## src/hw/vga_defines.svh

```systemverilog
`ifndef VGA_DEFINES_SVH
`define VGA_DEFINES_SVH

// Horizontal raster timing in pixel clocks.
`define VGA_H_VISIBLE 640
`define VGA_H_FRONT 16
`define VGA_H_SYNC 96
`define VGA_H_TOTAL 800

// Vertical raster timing in lines.
`define VGA_V_VISIBLE 480
`define VGA_V_FRONT 10
`define VGA_V_SYNC 2
`define VGA_V_TOTAL 525

// Pixel and counter widths.
`define VGA_PIXEL_WIDTH 8
`define VGA_COORD_WIDTH 11

// Host bus widths.
`define BUS_WIDTH 32
`define CTRL_WIDTH 8

// Control field layout.
`define CTRL_WRITE_BIT 1
`define CTRL_REG_LSB 4
`define CTRL_REG_WIDTH 4

`endif

```

## src/hw/bus_pkg.sv

```systemverilog
`include "vga_defines.svh"
`default_nettype none

package bus_pkg;

	typedef logic [`BUS_WIDTH-1:0] bus_word_t; // Data word or word address.
	typedef logic [`CTRL_WIDTH-1:0] ctrl_t;
	typedef logic [`CTRL_REG_WIDTH-1:0] reg_idx_t;

	// Slave register map.
	localparam reg_idx_t reg_base = reg_idx_t'(0);
	localparam reg_idx_t reg_enable = reg_idx_t'(1);

	function automatic logic ctrl_is_write(ctrl_t ctrl);
		return ctrl[`CTRL_WRITE_BIT];
	endfunction

	function automatic reg_idx_t ctrl_reg(ctrl_t ctrl);
		return ctrl[`CTRL_REG_LSB +: `CTRL_REG_WIDTH];
	endfunction

endpackage

`default_nettype wire

```

## src/hw/vga_pkg.sv

```systemverilog
`include "vga_defines.svh"
`default_nettype none

package vga_pkg;

	typedef logic [`VGA_PIXEL_WIDTH-1:0] pixel_t;

	// One fetched word. The low byte is the even pixel.
	typedef logic [2*`VGA_PIXEL_WIDTH-1:0] pixel_pair_t;

	typedef logic [`VGA_COORD_WIDTH-1:0] coord_t; // Row or column count.

	typedef enum logic {
		fetch_idle,
		fetch_wait
	} fetch_state_t;

endpackage

`default_nettype wire

```

## src/hw/vga_sync_gen.sv

```systemverilog
`timescale 1ns/1ps
`include "vga_defines.svh"
`default_nettype none

module vga_sync_gen (
	input wire logic clk25mhz,
	input wire logic rst,
	output vga_pkg::coord_t row,
	output vga_pkg::coord_t col,
	output logic visible,
	output logic hsync_n,
	output logic vsync_n,
	output logic frame_start
);

	localparam vga_pkg::coord_t h_last = vga_pkg::coord_t'(`VGA_H_TOTAL - 1);
	localparam vga_pkg::coord_t v_last = vga_pkg::coord_t'(`VGA_V_TOTAL - 1);
	localparam vga_pkg::coord_t h_vis = vga_pkg::coord_t'(`VGA_H_VISIBLE);
	localparam vga_pkg::coord_t v_vis = vga_pkg::coord_t'(`VGA_V_VISIBLE);
	localparam vga_pkg::coord_t h_sync_start =
		vga_pkg::coord_t'(`VGA_H_VISIBLE + `VGA_H_FRONT);
	localparam vga_pkg::coord_t h_sync_end =
		vga_pkg::coord_t'(`VGA_H_VISIBLE + `VGA_H_FRONT + `VGA_H_SYNC);
	localparam vga_pkg::coord_t v_sync_start =
		vga_pkg::coord_t'(`VGA_V_VISIBLE + `VGA_V_FRONT);
	localparam vga_pkg::coord_t v_sync_end =
		vga_pkg::coord_t'(`VGA_V_VISIBLE + `VGA_V_FRONT + `VGA_V_SYNC);

	always_ff @(posedge clk25mhz) begin
		if (rst) begin
			col <= '0;
			row <= '0;
		end else if (col == h_last) begin
			col <= '0;
			if (row == v_last)
				row <= '0;
			else
				row <= row + 1'b1;
		end else begin
			col <= col + 1'b1;
		end
	end

	assign visible = (col < h_vis) && (row < v_vis);

	// Sync pulses are active low.
	assign hsync_n = !((col >= h_sync_start) && (col < h_sync_end));
	assign vsync_n = !((row >= v_sync_start) && (row < v_sync_end));

	assign frame_start = (col == h_last) && (row == v_last); // Last pixel of the frame.

endmodule

`default_nettype wire

```

## src/hw/vga_slave_regs.sv

```systemverilog
`timescale 1ns/1ps
`default_nettype none

module vga_slave_regs (
	input wire logic clk25mhz,
	input wire logic rst,
	input wire logic bus_slave_en,
	input wire bus_pkg::ctrl_t ctrl_in,
	input wire bus_pkg::bus_word_t bus_in,
	output bus_pkg::bus_word_t base_addr,
	output logic enable_req
);

	logic wr;

	assign wr = bus_slave_en && bus_pkg::ctrl_is_write(ctrl_in);

	always_ff @(posedge clk25mhz) begin
		if (rst) begin
			base_addr <= '0;
			enable_req <= 1'b0;
		end else if (wr) begin
			case (bus_pkg::ctrl_reg(ctrl_in))
				bus_pkg::reg_base: base_addr <= bus_in; // Word address of row 0.
				bus_pkg::reg_enable: enable_req <= bus_in[0];
				default: ; // Unmapped index.
			endcase
		end
	end

endmodule

`default_nettype wire

```

## src/hw/vga_fetch_master.sv

```systemverilog
`timescale 1ns/1ps
`include "vga_defines.svh"
`default_nettype none

module vga_fetch_master (
	input wire logic clk25mhz,
	input wire logic rst,
	input wire vga_pkg::coord_t row,
	input wire vga_pkg::coord_t col,
	input wire logic visible,
	input wire logic frame_start,
	input wire bus_pkg::bus_word_t base_addr,
	input wire logic enable_req,
	input wire logic bus_master_ack,
	output logic bus_req,
	output bus_pkg::bus_word_t bus_out,
	output logic buf0_we,
	output logic buf1_we,
	output logic display_on
);

	// Decisions are made one column early so that bus_req is high at the fetch column.
	localparam vga_pkg::coord_t pair0_col = vga_pkg::coord_t'(`VGA_H_TOTAL - 5);
	localparam vga_pkg::coord_t pair1_col = vga_pkg::coord_t'(`VGA_H_TOTAL - 1);
	localparam vga_pkg::coord_t pairn_end = vga_pkg::coord_t'(`VGA_H_VISIBLE - 4);
	localparam vga_pkg::coord_t row_last_vis = vga_pkg::coord_t'(`VGA_V_VISIBLE - 1);
	localparam vga_pkg::coord_t row_last = vga_pkg::coord_t'(`VGA_V_TOTAL - 1);

	vga_pkg::fetch_state_t state;
	bus_pkg::bus_word_t word_addr; // Address of the next pair to fetch.
	bus_pkg::bus_word_t issue_addr;
	logic on_pend;
	logic req_odd;
	logic next_row_vis;
	logic pair0_go;
	logic pair1_go;
	logic pairn_go;
	logic frame_first;
	logic issue_on;
	logic pair_odd;
	logic issue;

	assign next_row_vis = (row < row_last_vis) || (row == row_last);

	assign pair0_go = (col == pair0_col) && next_row_vis;
	assign pair1_go = (col == pair1_col) && next_row_vis;
	assign pairn_go = visible && col[0] && (col < pairn_end);
	assign frame_first = pair0_go && (row == row_last);

	// The first two fetches of a frame run ahead of frame_start.
	always_comb begin
		if (frame_first)
			issue_on = enable_req;
		else if (frame_start)
			issue_on = on_pend;
		else
			issue_on = display_on;
	end

	assign pair_odd = col[1] && !pair0_go; // Buffer of the pair being requested.
	assign issue = (pair0_go || pair1_go || pairn_go) && issue_on &&
		((state == vga_pkg::fetch_idle) || bus_master_ack);
	assign issue_addr = frame_first ? base_addr : word_addr;

	always_ff @(posedge clk25mhz) begin
		if (rst) begin
			state <= vga_pkg::fetch_idle;
			on_pend <= 1'b0;
			display_on <= 1'b0;
		end else begin
			if (issue)
				state <= vga_pkg::fetch_wait;
			else if ((state == vga_pkg::fetch_wait) && bus_master_ack)
				state <= vga_pkg::fetch_idle;
			if (frame_first)
				on_pend <= enable_req;
			if (frame_start)
				display_on <= on_pend;
		end
	end

	always_ff @(posedge clk25mhz) begin
		if (issue) begin
			bus_out <= issue_addr;
			word_addr <= issue_addr + 1'b1;
			req_odd <= pair_odd;
		end
	end

	assign bus_req = (state == vga_pkg::fetch_wait);

	assign buf0_we = bus_req && bus_master_ack && !req_odd;
	assign buf1_we = bus_req && bus_master_ack && req_odd;

endmodule

`default_nettype wire

```

## src/hw/vga_pixel_pipe.sv

```systemverilog
`timescale 1ns/1ps
`include "vga_defines.svh"
`default_nettype none

module vga_pixel_pipe (
	input wire logic clk25mhz,
	input wire logic rst,
	input wire vga_pkg::pixel_pair_t bus_in,
	input wire logic buf0_we,
	input wire logic buf1_we,
	input wire vga_pkg::coord_t col,
	input wire logic visible,
	input wire logic display_on,
	input wire logic hsync_n,
	input wire logic vsync_n,
	output vga_pkg::pixel_t rgb,
	output logic hsync,
	output logic vsync
);

	vga_pkg::pixel_pair_t buf0;
	vga_pkg::pixel_pair_t buf1;
	vga_pkg::pixel_pair_t pair;
	vga_pkg::pixel_t pixel;

	always_ff @(posedge clk25mhz) begin
		if (buf0_we)
			buf0 <= bus_in;
		if (buf1_we)
			buf1 <= bus_in;
	end

	// Pair q lives in buffer q mod 2 and is shown at columns 2q and 2q+1.
	assign pair = col[1] ? buf1 : buf0;
	assign pixel = col[0] ? pair[`VGA_PIXEL_WIDTH +: `VGA_PIXEL_WIDTH]
		: pair[0 +: `VGA_PIXEL_WIDTH];

	always_ff @(posedge clk25mhz) begin
		if (rst) begin
			rgb <= '0;
			hsync <= 1'b1;
			vsync <= 1'b1;
		end else begin
			rgb <= (visible && display_on) ? pixel : '0; // Blank outside the picture.
			hsync <= hsync_n;
			vsync <= vsync_n;
		end
	end

endmodule

`default_nettype wire

```

## src/hw/vga_display.sv

```systemverilog
`timescale 1ns/1ps
`include "vga_defines.svh"
`default_nettype none

module vga_display (
	input wire logic clk25mhz,
	input wire logic rst,
	input wire logic bus_master_ack,
	input wire logic bus_slave_en,
	input wire bus_pkg::bus_word_t bus_in,
	input wire bus_pkg::ctrl_t ctrl_in,
	output logic bus_req,
	output bus_pkg::bus_word_t bus_out,
	output vga_pkg::pixel_t rgb,
	output logic hsync,
	output logic vsync
);

	vga_pkg::coord_t row;
	vga_pkg::coord_t col;
	logic visible;
	logic hsync_n;
	logic vsync_n;
	logic frame_start;
	bus_pkg::bus_word_t base_addr;
	logic enable_req;
	logic buf0_we;
	logic buf1_we;
	logic display_on;

	vga_sync_gen u_sync (
		.clk25mhz(clk25mhz),
		.rst(rst),
		.row(row),
		.col(col),
		.visible(visible),
		.hsync_n(hsync_n),
		.vsync_n(vsync_n),
		.frame_start(frame_start)
	);

	vga_slave_regs u_regs (
		.clk25mhz(clk25mhz),
		.rst(rst),
		.bus_slave_en(bus_slave_en),
		.ctrl_in(ctrl_in),
		.bus_in(bus_in),
		.base_addr(base_addr),
		.enable_req(enable_req)
	);

	vga_fetch_master u_fetch (
		.clk25mhz(clk25mhz),
		.rst(rst),
		.row(row),
		.col(col),
		.visible(visible),
		.frame_start(frame_start),
		.base_addr(base_addr),
		.enable_req(enable_req),
		.bus_master_ack(bus_master_ack),
		.bus_req(bus_req),
		.bus_out(bus_out),
		.buf0_we(buf0_we),
		.buf1_we(buf1_we),
		.display_on(display_on)
	);

	vga_pixel_pipe u_pipe (
		.clk25mhz(clk25mhz),
		.rst(rst),
		.bus_in(bus_in[2*`VGA_PIXEL_WIDTH-1:0]), // Only the low half carries pixels.
		.buf0_we(buf0_we),
		.buf1_we(buf1_we),
		.col(col),
		.visible(visible),
		.display_on(display_on),
		.hsync_n(hsync_n),
		.vsync_n(vsync_n),
		.rgb(rgb),
		.hsync(hsync),
		.vsync(vsync)
	);

endmodule

`default_nettype wire

```

## config.mk

```make
export PLATFORM = sky130hd
export DESIGN_NAME = vga_display
export DESIGN_NICKNAME = d
export VERILOG_FILES = /design/src/hw/bus_pkg.sv /design/src/hw/vga_pkg.sv /design/src/hw/vga_sync_gen.sv /design/src/hw/vga_slave_regs.sv /design/src/hw/vga_fetch_master.sv /design/src/hw/vga_pixel_pipe.sv /design/src/hw/vga_display.sv
export VERILOG_INCLUDE_DIRS = /design/src /design/src/hw
export SDC_FILE = /design/constraint.sdc
export NUM_CORES = 1
export LEC_CHECK = 0
export BUFFER_PORTS_ARGS = -buffer_cell sky130_fd_sc_hd__buf_2
export CAP_MARGIN = 0
export CORE_MARGIN = 2
export CORE_UTILIZATION = 55
export DETAILED_ROUTE_END_ITERATION = 10
export PLACE_DENSITY = 0.81
export SYNTH_ARGS = -nofsm -noshare
export SYNTH_HDL_FRONTEND = slang
export SYNTH_SLANG_ARGS = --single-unit
```

## constraint.sdc

```tcl
create_clock -name clk25mhz -period 9.8 [get_ports clk25mhz]
set_input_delay 2.45 -clock clk25mhz [delete_from_list [all_inputs] [get_ports clk25mhz]]
set_output_delay 2.45 -clock clk25mhz [all_outputs]
set_load 0.1 [all_outputs]
```

**Word-level counts from Yosys, hierarchy flattened**

Cells that the tools add are included.

- Input port bits: 44
- Flip-flop bits (word level): 165
- Logic and storage cells: 71

- Order comparisons: 8
- Add/subtract/negate cells: 3
- Mux-type cells: 8
- Bitwise logic cells: 2
- Reduce and logical (&&, ||, !) cells: 31
- Equal/unequal tests: 4

Operators by type and width:

| operator | count |
|---|---|
| == test 11 x 10 -> 1 bit (second input constant) | 3 |
| < comparator 11 x 10 -> 1 bit (second input constant) | 3 |
| < comparator 11 x 9 -> 1 bit (second input constant) | 3 |
| adder 32 x 1 -> 32 bit (second input constant) | 1 |
| 2-to-1 mux 32 bit | 1 |
| adder 11 x 1 -> 11 bit (second input constant) | 2 |
| logical AND 1 bit | 17 |
| 2-to-1 mux 16 bit | 1 |
| >= comparator 11 x 10 -> 1 bit (second input constant) | 1 |
| >= comparator 11 x 9 -> 1 bit (second input constant) | 1 |
| 2-to-1 mux 11 bit | 1 |
| 2-to-1 mux 8 bit | 1 |
| == test 4 x 1 -> 1 bit (second input constant) | 1 |
| logical NOT 1 bit | 4 |
| logical NOT 4 bit | 1 |
| logical OR 1 bit | 4 |
| 2-to-1 mux 1 bit | 4 |
| AND reduction 2 bit | 2 |
| OR reduction 2 bit | 2 |
| inverter 1 bit | 2 |
| nonzero test 2 bit | 1 |

**Depth between registers and ports, before layout**

Gate-level depths: netlist (run 1).

- Depth after elaboration: 8
- Mapped depth: 18
- Depth with buffers taken out: 14

**By module**

From an unflattened synthesis (run 1), not the netlist that was laid out.

- Cell total of the unflattened synthesis: 700
- Area total of the unflattened synthesis: 8,002.7 um2

By module, submodules not included:

| module | area an instance (um2) | times used | cells each |
|---|---|---|---|
| vga_fetch_master | 3,960.0 | 1 | 355 |
| vga_slave_regs | 1,521.5 | 1 | 146 |
| vga_pixel_pipe | 1,438.9 | 1 | 73 |
| vga_sync_gen | 1,082.3 | 1 | 126 |

**Worst setup path before layout (run 1)**

OpenSTA, ideal clock, no wires.

- Kind: input port to flip-flop
- From: input bus_master_ack
- To: register u_fetch.bus_out[0], enable pin
- Path slack: 2.288 ns
- Data required time: 9.232 ns
- Stages: 2
- Arrival: 6.943 ns
- Library setup time: 0.568 ns
- Cells stage by stage: nor2b_1 nor3_1

- Cells in the longest elaborated chain, start to end: 2

RTL lines:

| element | line | text |
|---|---|---|
| from (decl) | vga_display.sv:8 | `input wire logic bus_master_ack,` |
| logical OR 1 bit | vga_fetch_master.sv:62 | `((state == vga_pkg::fetch_idle) \|\| bus_master_ack);` |
| logical AND 1 bit | vga_fetch_master.sv:61 | `assign issue = (pair0_go \|\| pair1_go \|\| pairn_go) && issue_on &&` |
| via u_fetch.issue | vga_fetch_master.sv:41 | `logic issue;` |
| to (signal assigned) | vga_fetch_master.sv:84 | `bus_out <= issue_addr;` |
| to (decl) | vga_fetch_master.sv:16 | `output bus_pkg::bus_word_t bus_out,` |

The timed path passes the listed nets, and every way through them passes these cells.
A chain may end at the register's enable or synchronous reset.

**Worst setup path in the final report (run 1)**

- From: register u_sync.row[5]
- To: register u_fetch.word_addr[30], data pin

- Cells in the longest elaborated chain, start to end: 6

RTL lines:

| element | line | text |
|---|---|---|
| from (decl) | vga_sync_gen.sv:8 | `output vga_pkg::coord_t row,` |
| from (signal assigned) | vga_sync_gen.sv:38 | `row <= row + 1'b1;` |
| < comparator 11 x 9 -> 1 bit or == test 11 x 10 -> 1 bit (tied branches) | vga_fetch_master.sv:43, vga_fetch_master.sv:48 |  |
| logical OR 1 bit | vga_fetch_master.sv:43 | `assign next_row_vis = (row < row_last_vis) \|\| (row == row_last);` |
| logical AND 1 bit | vga_fetch_master.sv:45 | `assign pair0_go = (col == pair0_col) && next_row_vis;` |
| logical AND 1 bit * | vga_fetch_master.sv:48 | `assign frame_first = pair0_go && (row == row_last);` |
| 2-to-1 mux 32 bit * | vga_fetch_master.sv:63 | `assign issue_addr = frame_first ? base_addr : word_addr;` |
| via u_fetch.issue_addr[0] | vga_fetch_master.sv:31 | `bus_pkg::bus_word_t issue_addr;` |
| adder 32 x 1 -> 32 bit * | vga_fetch_master.sv:85 | `word_addr <= issue_addr + 1'b1;` |
| to (signal assigned) | vga_fetch_master.sv:85 |  |
| to (decl) | vga_fetch_master.sv:30 | `bus_pkg::bus_word_t word_addr;` |

Mark *: on every way through the listed nets, which the timed path passes. The rest lies on a longest branch.

==> flow_summary.toml, run 1 <==
[clocking]
h-tree-depth = 4
postCtsResizedCells = 0
cts_setup_buffers = 0
cts_num_sinks = 165
clk_pin_slew_ns = 0.06
hold_buffers = 0
cts_tree = "done"
clock_latency_ns = 0.43
clk_path_buf_depth = 2
cts_buffers = 17
root_buffer = "clkbuf_16"

[sta]
finClkSkew_ns = 0.00852
slew_headroom_pct = 20.8
hold-worst-slack_ns = 0.466
period_share_pct = 43.3
rsz0062_at_grt = "no"
hold_viol = 0
worst_pin_slew_ns = 1.18
maxSlewViolCount = 0
setup_violations = 0
fmax_mhz = 235
post-route-min-period_ns = 4.25
final.setup.tns_ns = 0

[route]
ant_nets = 0
drc = 0
first_pass_iters = 5
wl_um = 16400
vias_per_cell = 5.78
drtIter0Drc = 599
avgRoutedWirePerCell_um = 17.1
vias = 5558

[pwr]
powerDensity_nw_per_um2 = 169
irDropWorstVdd_mv = 0.122
leakage_nw = 3.04

[place]
dp_hpwl_um = 11300
gp_congestion = 0.959
io_buffers = 83

[synthesis]
yosysWarnings = 0
yosysSeqAreaShare_pct = 58.2
synth_edf_count = 97
synth-simple-area-share_pct = 22.2
synthXorXnorAreaFrac_pct = 5.24
avgSynthCellArea_sq_um = 10.5
synth_compound_area_share_pct = 5.19
netlist-cell-type-count = 50
synth_flop_cell = "edfxtp_1"
synth_top_family_by_area = "simple AND/OR/NAND/NOR gates"
ys_ff_latch = 165
synth_cells = 698
synth_nets = 746
syn_area_sq_um = 7350
synthArstFlopShare_pct = 0
synth.area.mux_share_pct = 5.96
synthAdderAreaFrac_pct = 0.681

[worst_setup_path]
critPathLaunchType = "register"
crit_type = "reg -> reg"
endpoint_kind = "register"
cp_max_fo = 33
arrival_ns = 4.43
cp_data_required_time_ns = 9.98

[floorplanning]
core_area_sq_um = 13100
fp.dieH_um = 120
die-area_sq_um = 14300
die_x_um = 120
initial_core_util_pct = 55.9
num_io_pins = 87
row_count = 42

[job]
max-cap-violations = 0

[grt]
grt.overflow.total = 0
grt_max_degree = 65
grt_pass1_vias = 5451
antenna_found_initial = 0
grt_use_total_pct = 23.6
grt_pass1_wl_um = 26400

[hold_path]
hp-class = "reg -> reg"

[cells_and_area]
utilization_pct = 64.7
diodes = 0
drive_gt1_share_pct = 18.4
finalNetCount = 821
num-fill-cells = 1009
areaGrowthSynthToFinish_pct = 15.6

[run_status]
status = "completed"
sequential cells by signal (all words and copies together), names as in the netlist:
name	flops
u_fetch.bus_out	32
u_fetch.word_addr	32
u_regs.base_addr	32
u_pipe.buf0	16
u_pipe.buf1	16
u_sync.col	11
u_sync.row	11
u_pipe.rgb	8
u_fetch.bus_req	1
u_fetch.display_on	1
u_fetch.on_pend	1
u_fetch.req_odd	1
u_pipe.hsync	1
u_pipe.vsync	1
u_regs.enable_req	1
power breakdown:
part / internal, mW / switching [mW] / leakage (nW) / total [mW]
logic: 0.0143 / 0.0135 / 1.32 / 0.0278
registers: 0.730 / 0.00612 / 1.43 / 0.736
clock network: 0.408 / 0.267 / 0.294 / 0.675
total: 1.15 / 0.287 / 3.04 / 1.44
worst max-delay path, cell delays in order (launching register included):
cell and delay, ns:
dfxtp_1 0.38, or4_1 0.51, or4_1 0.58, nor4_4 0.30
buf_4 0.38, nand2_1 0.09, nand2_1 0.12, ha_1 0.52
nand3_1 0.19, nor2_1 0.18, nand4_1 0.11, mux2_2 0.31
o21bai_1 0.18, xnor2_1 0.14
area by class of cell:
cell class | count | area [sq um] | share of cell area [%]
Sequential cell | 165 | 4270 | 50.3
Multi-Input combinational cell | 488 | 2900 | 34.1
Clock buffer | 20 | 447 | 5.26
Timing Repair Buffer | 87 | 445 | 5.24
Tap cell | 176 | 220 | 2.59
Clock inverter | 12 | 155 | 1.83
Inverter | 14 | 52.6 | 0.619
placed cells by master, fill, tap and decap left out, types with 3 or more instances in the layout:
cell / synthesis / routed
and4_1: 5 / 5
nor3b_1: 3 / 3
clkbuf_16: 0 / 17
nor3_1: 9 / 8
dfxtp_1: 68 / 68
mux4_2: 8 / 8
edfxtp_1: 97 / 97
or4_1: 3 / 3
or2_2: 3 / 3
nand2b_1: 3 / 3
nor4_1: 5 / 5
a21oi_1: 45 / 45
nor2b_1: 11 / 10
and2_1: 4 / 4
inv_1: 14 / 14
xor2_1: 17 / 17
buf_4: 0 / 4
mux2_2: 6 / 6
nand2_1: 165 / 165
clkinv_4: 0 / 5
o21ai_0: 9 / 9
nor2_1: 43 / 43
ha_1: 4 / 4
xnor2_1: 27 / 27
and3_1: 12 / 12
buf_2: 6 / 83
or3_1: 3 / 3
nand4_1: 32 / 32
mux2_4: 4 / 4
mux2i_1: 13 / 13
nand3_1: 28 / 28
bufinv_16: 0 / 3
cells in the mapped netlist (3+ instances only):
library cell,n,area share [%]
a21oi_1,45,3.1
and2_1,4,0.34
and3_1,12,1.0
and4_1,5,0.60
buf_2,6,0.41
clkbuf_1,21,1.1
dfxtp_1,68,19
edfxtp_1,97,40
ha_1,4,0.68
inv_1,14,0.72
mux2_2,6,0.92
mux2_4,4,0.82
mux2i_1,13,1.8
mux4_2,8,2.5
nand2_1,165,8.4
nand2b_1,3,0.26
nand3_1,28,1.9
nand4_1,32,2.7
nor2_1,43,2.2
nor2b_1,11,0.94
nor3_1,9,0.61
nor3b_1,3,0.31
nor4_1,5,0.43
o21ai_0,9,0.61
or2_2,3,0.26
or3_1,3,0.26
or4_1,3,0.31
xnor2_1,27,3.2
xor2_1,17,2.0
through the flow:
stage | total power, mW | cell area (sq um) | cells | worst slack [ns]
floorplan | 0.764 | 7350 | 698 | 2.29
global placement | 0.778 | 7890 | 930 | 5.35
detailed placement | 0.779 | 7890 | 930 | 5.22
CTS | 1.44 | 8490 | 962 | 5.62
global route | 1.47 | 8490 | 962 | 5.27
finish | 1.44 | 8490 | 962 | 5.55
kinds of logic (layout without fill, tap and decap cells):
group / Yosys count / in the layout
multiplexers: 31 / 31
AO/OA/AOI/OAI: 68 / 68
buffers and inverters: 45 / 133
AND/OR/NAND/NOR: 341 / 341
flip-flops: 165 / 165
adder cells (fa/ha/maj): 4 / 4
XOR/XNOR: 44 / 44
routing by layer:
layer / GRT usage, % / vias to the layer above / wire length (um)
li1: - / 2638 / -
met3: 6.13 / 32 / 1120
met4: 9.85 / 0 / 369
met5: 0 / - / 0
met1: 29.4 / 2627 / 6650
met2: 39.1 / 261 / 8280
path summary, 6_finish.rpt:
path / slack (ns) / to / depth (start not counted) / start
hold reg to reg: 0.47 / u_regs.base_addr[30]$_SDFFE_PP0P_ / 2 / u_regs.base_addr[30]$_SDFFE_PP0P_
hold / removal: 0.47 / u_regs.base_addr[30]$_SDFFE_PP0P_ / 2 / u_regs.base_addr[30]$_SDFFE_PP0P_
setup / recovery: 5.55 / u_fetch.word_addr[30]$_DFFE_PP_ / 13 / u_sync.row[5]$_SDFFE_PP0N_
setup reg to reg: 5.55 / u_fetch.word_addr[30]$_DFFE_PP_ / 13 / u_sync.row[5]$_SDFFE_PP0N_
(Power assumes the default switching activity.)
==> run 2, diff against run 1 <==
- clock period: 9.8 -> 4.3 ns (I/O delays scaled with it)
==> run 2 against run 1 <==
Against the previous run:
- sequential share of layout area decreased by 0.22 points
- clock-buffer cell count decreased by 1
- critical path depth down 1
- clock skew up 0.0036 ns
- combinational power grew to 2.7 times the previous value
- core utilization up 0.29 points
- first-iteration DRC count is 17% lower
- largest power group unchanged
==> flow_summary.toml, run 2 (synthesis gave the netlist of run 1 again) <==
[run_status]
status = "completed"

[cells_and_area]
diodes = 0
largestRegisters = "u_fetch.bus_out: 32 flops, u_fetch.word_addr: 32 flops, u_regs.base_addr: 32 flops"
multi_input_area_sq_um = 2920
num-fill-cells = 1047
seq_area_sq_um = 4270
final_common_cell = "nand2_1"
drive_gt1_share_pct = 19.4
fin_cells = 969
final_cell_mix = "nand2_1, edfxtp_1, buf_2"
areaGrowthSynthToFinish_pct = 16.1
utilization_pct = 64.9
finalNetCount = 828

[clocking]
hold_buffers = 0
cts_num_sinks = 165
postCtsResizedCells = 0
cts_buffers = 17
cts_tree = "done"
clock_latency_ns = 0.44
clk_path_buf_depth = 2
cts_setup_buffers = 0
clk_pin_slew_ns = 0.07
h-tree-depth = 4
root_buffer = "clkbuf_16"

[floorplanning]
initial_core_util_pct = 55.9
core_area_sq_um = 13100
row_count = 42
num_io_pins = 87
die-area_sq_um = 14300
die_x_um = 120
fp.dieH_um = 120

[pwr]
leakage_nw = 3.03
powerDensity_nw_per_um2 = 373
irDropWorstVdd_mv = 0.346

[place]
gp_congestion = 0.920
io_buffers = 83
dp_hpwl_um = 11400
dp.cells = 937

[worst_setup_path]
critPathLaunchType = "register"
slowest_stage = "or4_1"
critPathMaxStageDelay_ns = 0.63
ff2ff_path_depth = 12
timing.rr.end = "u_fetch.word_addr[30]$_DFFE_PP_"
crit_chain = "or4_1 -> or4_1 -> nor4_4 -> nand2_1 -> nand2_1 -> ha_1 -> nand3_1 -> nor2_1 -> nand4_1 -> mux2_2 -> o21bai_1 -> xnor2_1"
cp_num_buf_inv = 0
critical_path.top_delay_family = "simple AND/OR/NAND/NOR gates"
crit_type = "reg -> reg"
cp_max_fo = 6
arrival_ns = 3.74
worstReg2RegStart = "u_sync.row[4]$_SDFFE_PP0N_"
endpoint_kind = "register"
rrSetupSlack_ns = 0.75
cp_data_required_time_ns = 4.49
crit_start = "u_sync.row[4]$_SDFFE_PP0N_"

[route]
drtIter0Drc = 496
wl_um = 16300
first_pass_iters = 6
vias = 5536
vias_per_cell = 5.71
avgRoutedWirePerCell_um = 16.8
ant_nets = 0
drc = 0

[grt]
grt_max_degree = 66
grt_use_total_pct = 24.1
antenna_found_initial = 0
grt.overflow.total = 0
grt_pass1_vias = 5395
grt_pass1_wl_um = 27000

[sta]
worst_pin_slew_ns = 1.23
post-route-min-period_ns = 3.55
setup_violations = 0
period_share_pct = 82.7
slew_headroom_pct = 18.3
rsz0062_at_grt = "no"
finClkSkew_ns = 0.0121
fmax_mhz = 281
final.setup.tns_ns = 0
hold_viol = 0
maxSlewViolCount = 0

[hold_path]
holdPathStages = 2
hp-class = "reg -> reg"
whs_endpoint = "u_regs.base_addr[31]$_SDFFE_PP0P_"
hp-start = "u_regs.base_addr[31]$_SDFFE_PP0P_"

[job]
max-cap-violations = 0
[run 2: worst reg2reg max path: stages (launching register included)]
cell	delay, ns
dfxtp_1	0.34
or4_1	0.51
or4_1	0.63
nor4_4	0.40
nand2_1	0.10
nand2_1	0.11
ha_1	0.18
nand3_1	0.11
nor2_1	0.21
nand4_1	0.11
mux2_2	0.31
o21bai_1	0.18
xnor2_1	0.13
[run 2: layer usage]
metal	wire (um)	global-route usage [%]	vias to the layer above
li1	-	-	2653
met1	7000	32.4	2617
met2	7810	38.1	236
met3	1170	5.70	30
met4	330	9.41	0
met5	0	0	-
[run 2: area by class of cell]
type | instances | share of cell area [%]
Timing Repair Buffer | 94 | 5.98
Multi-Input combinational cell | 488 | 34.2
Tap cell | 176 | 2.58
Clock buffer | 19 | 5.07
Inverter | 14 | 0.616
Clock inverter | 13 | 1.44
Sequential cell | 165 | 50.1
[run 2: per-stage QoR]
| step | hold WS (ns) | setup slack [ns] | power (mW) | area [sq um] |
|---|---|---|---|---|
| global route | 0.496 | 0.564 | 3.27 | 8530 |
| floorplan | 0.416 | 0.0192 | 1.74 | 7400 |
| finish | 0.462 | 0.746 | 3.18 | 8530 |
| CTS | 0.458 | 0.735 | 3.19 | 8530 |
| detailed placement | 0.448 | 0.760 | 1.78 | 7980 |
| global placement | 0.441 | 0.749 | 1.77 | 7980 |
[run 2: power by group]
| group | switching (mW) | internal, mW |
|---|---|---|
| sequential | 0.00556 | 1.66 |
| combinational | 0.0393 | 0.0350 |
| clock | 0.633 | 0.802 |
[run 2: worst max path at each step]
stage / to / depth (start not counted)
floorplan: u_fetch.bus_out[0]$_DFFE_PP_ / 8
global placement: u_fetch.word_addr[30]$_DFFE_PP_ / 12
detailed placement: u_fetch.word_addr[30]$_DFFE_PP_ / 12
CTS: u_fetch.word_addr[30]$_DFFE_PP_ / 12
global route: u_fetch.word_addr[30]$_DFFE_PP_ / 12
finish: u_fetch.word_addr[30]$_DFFE_PP_ / 12
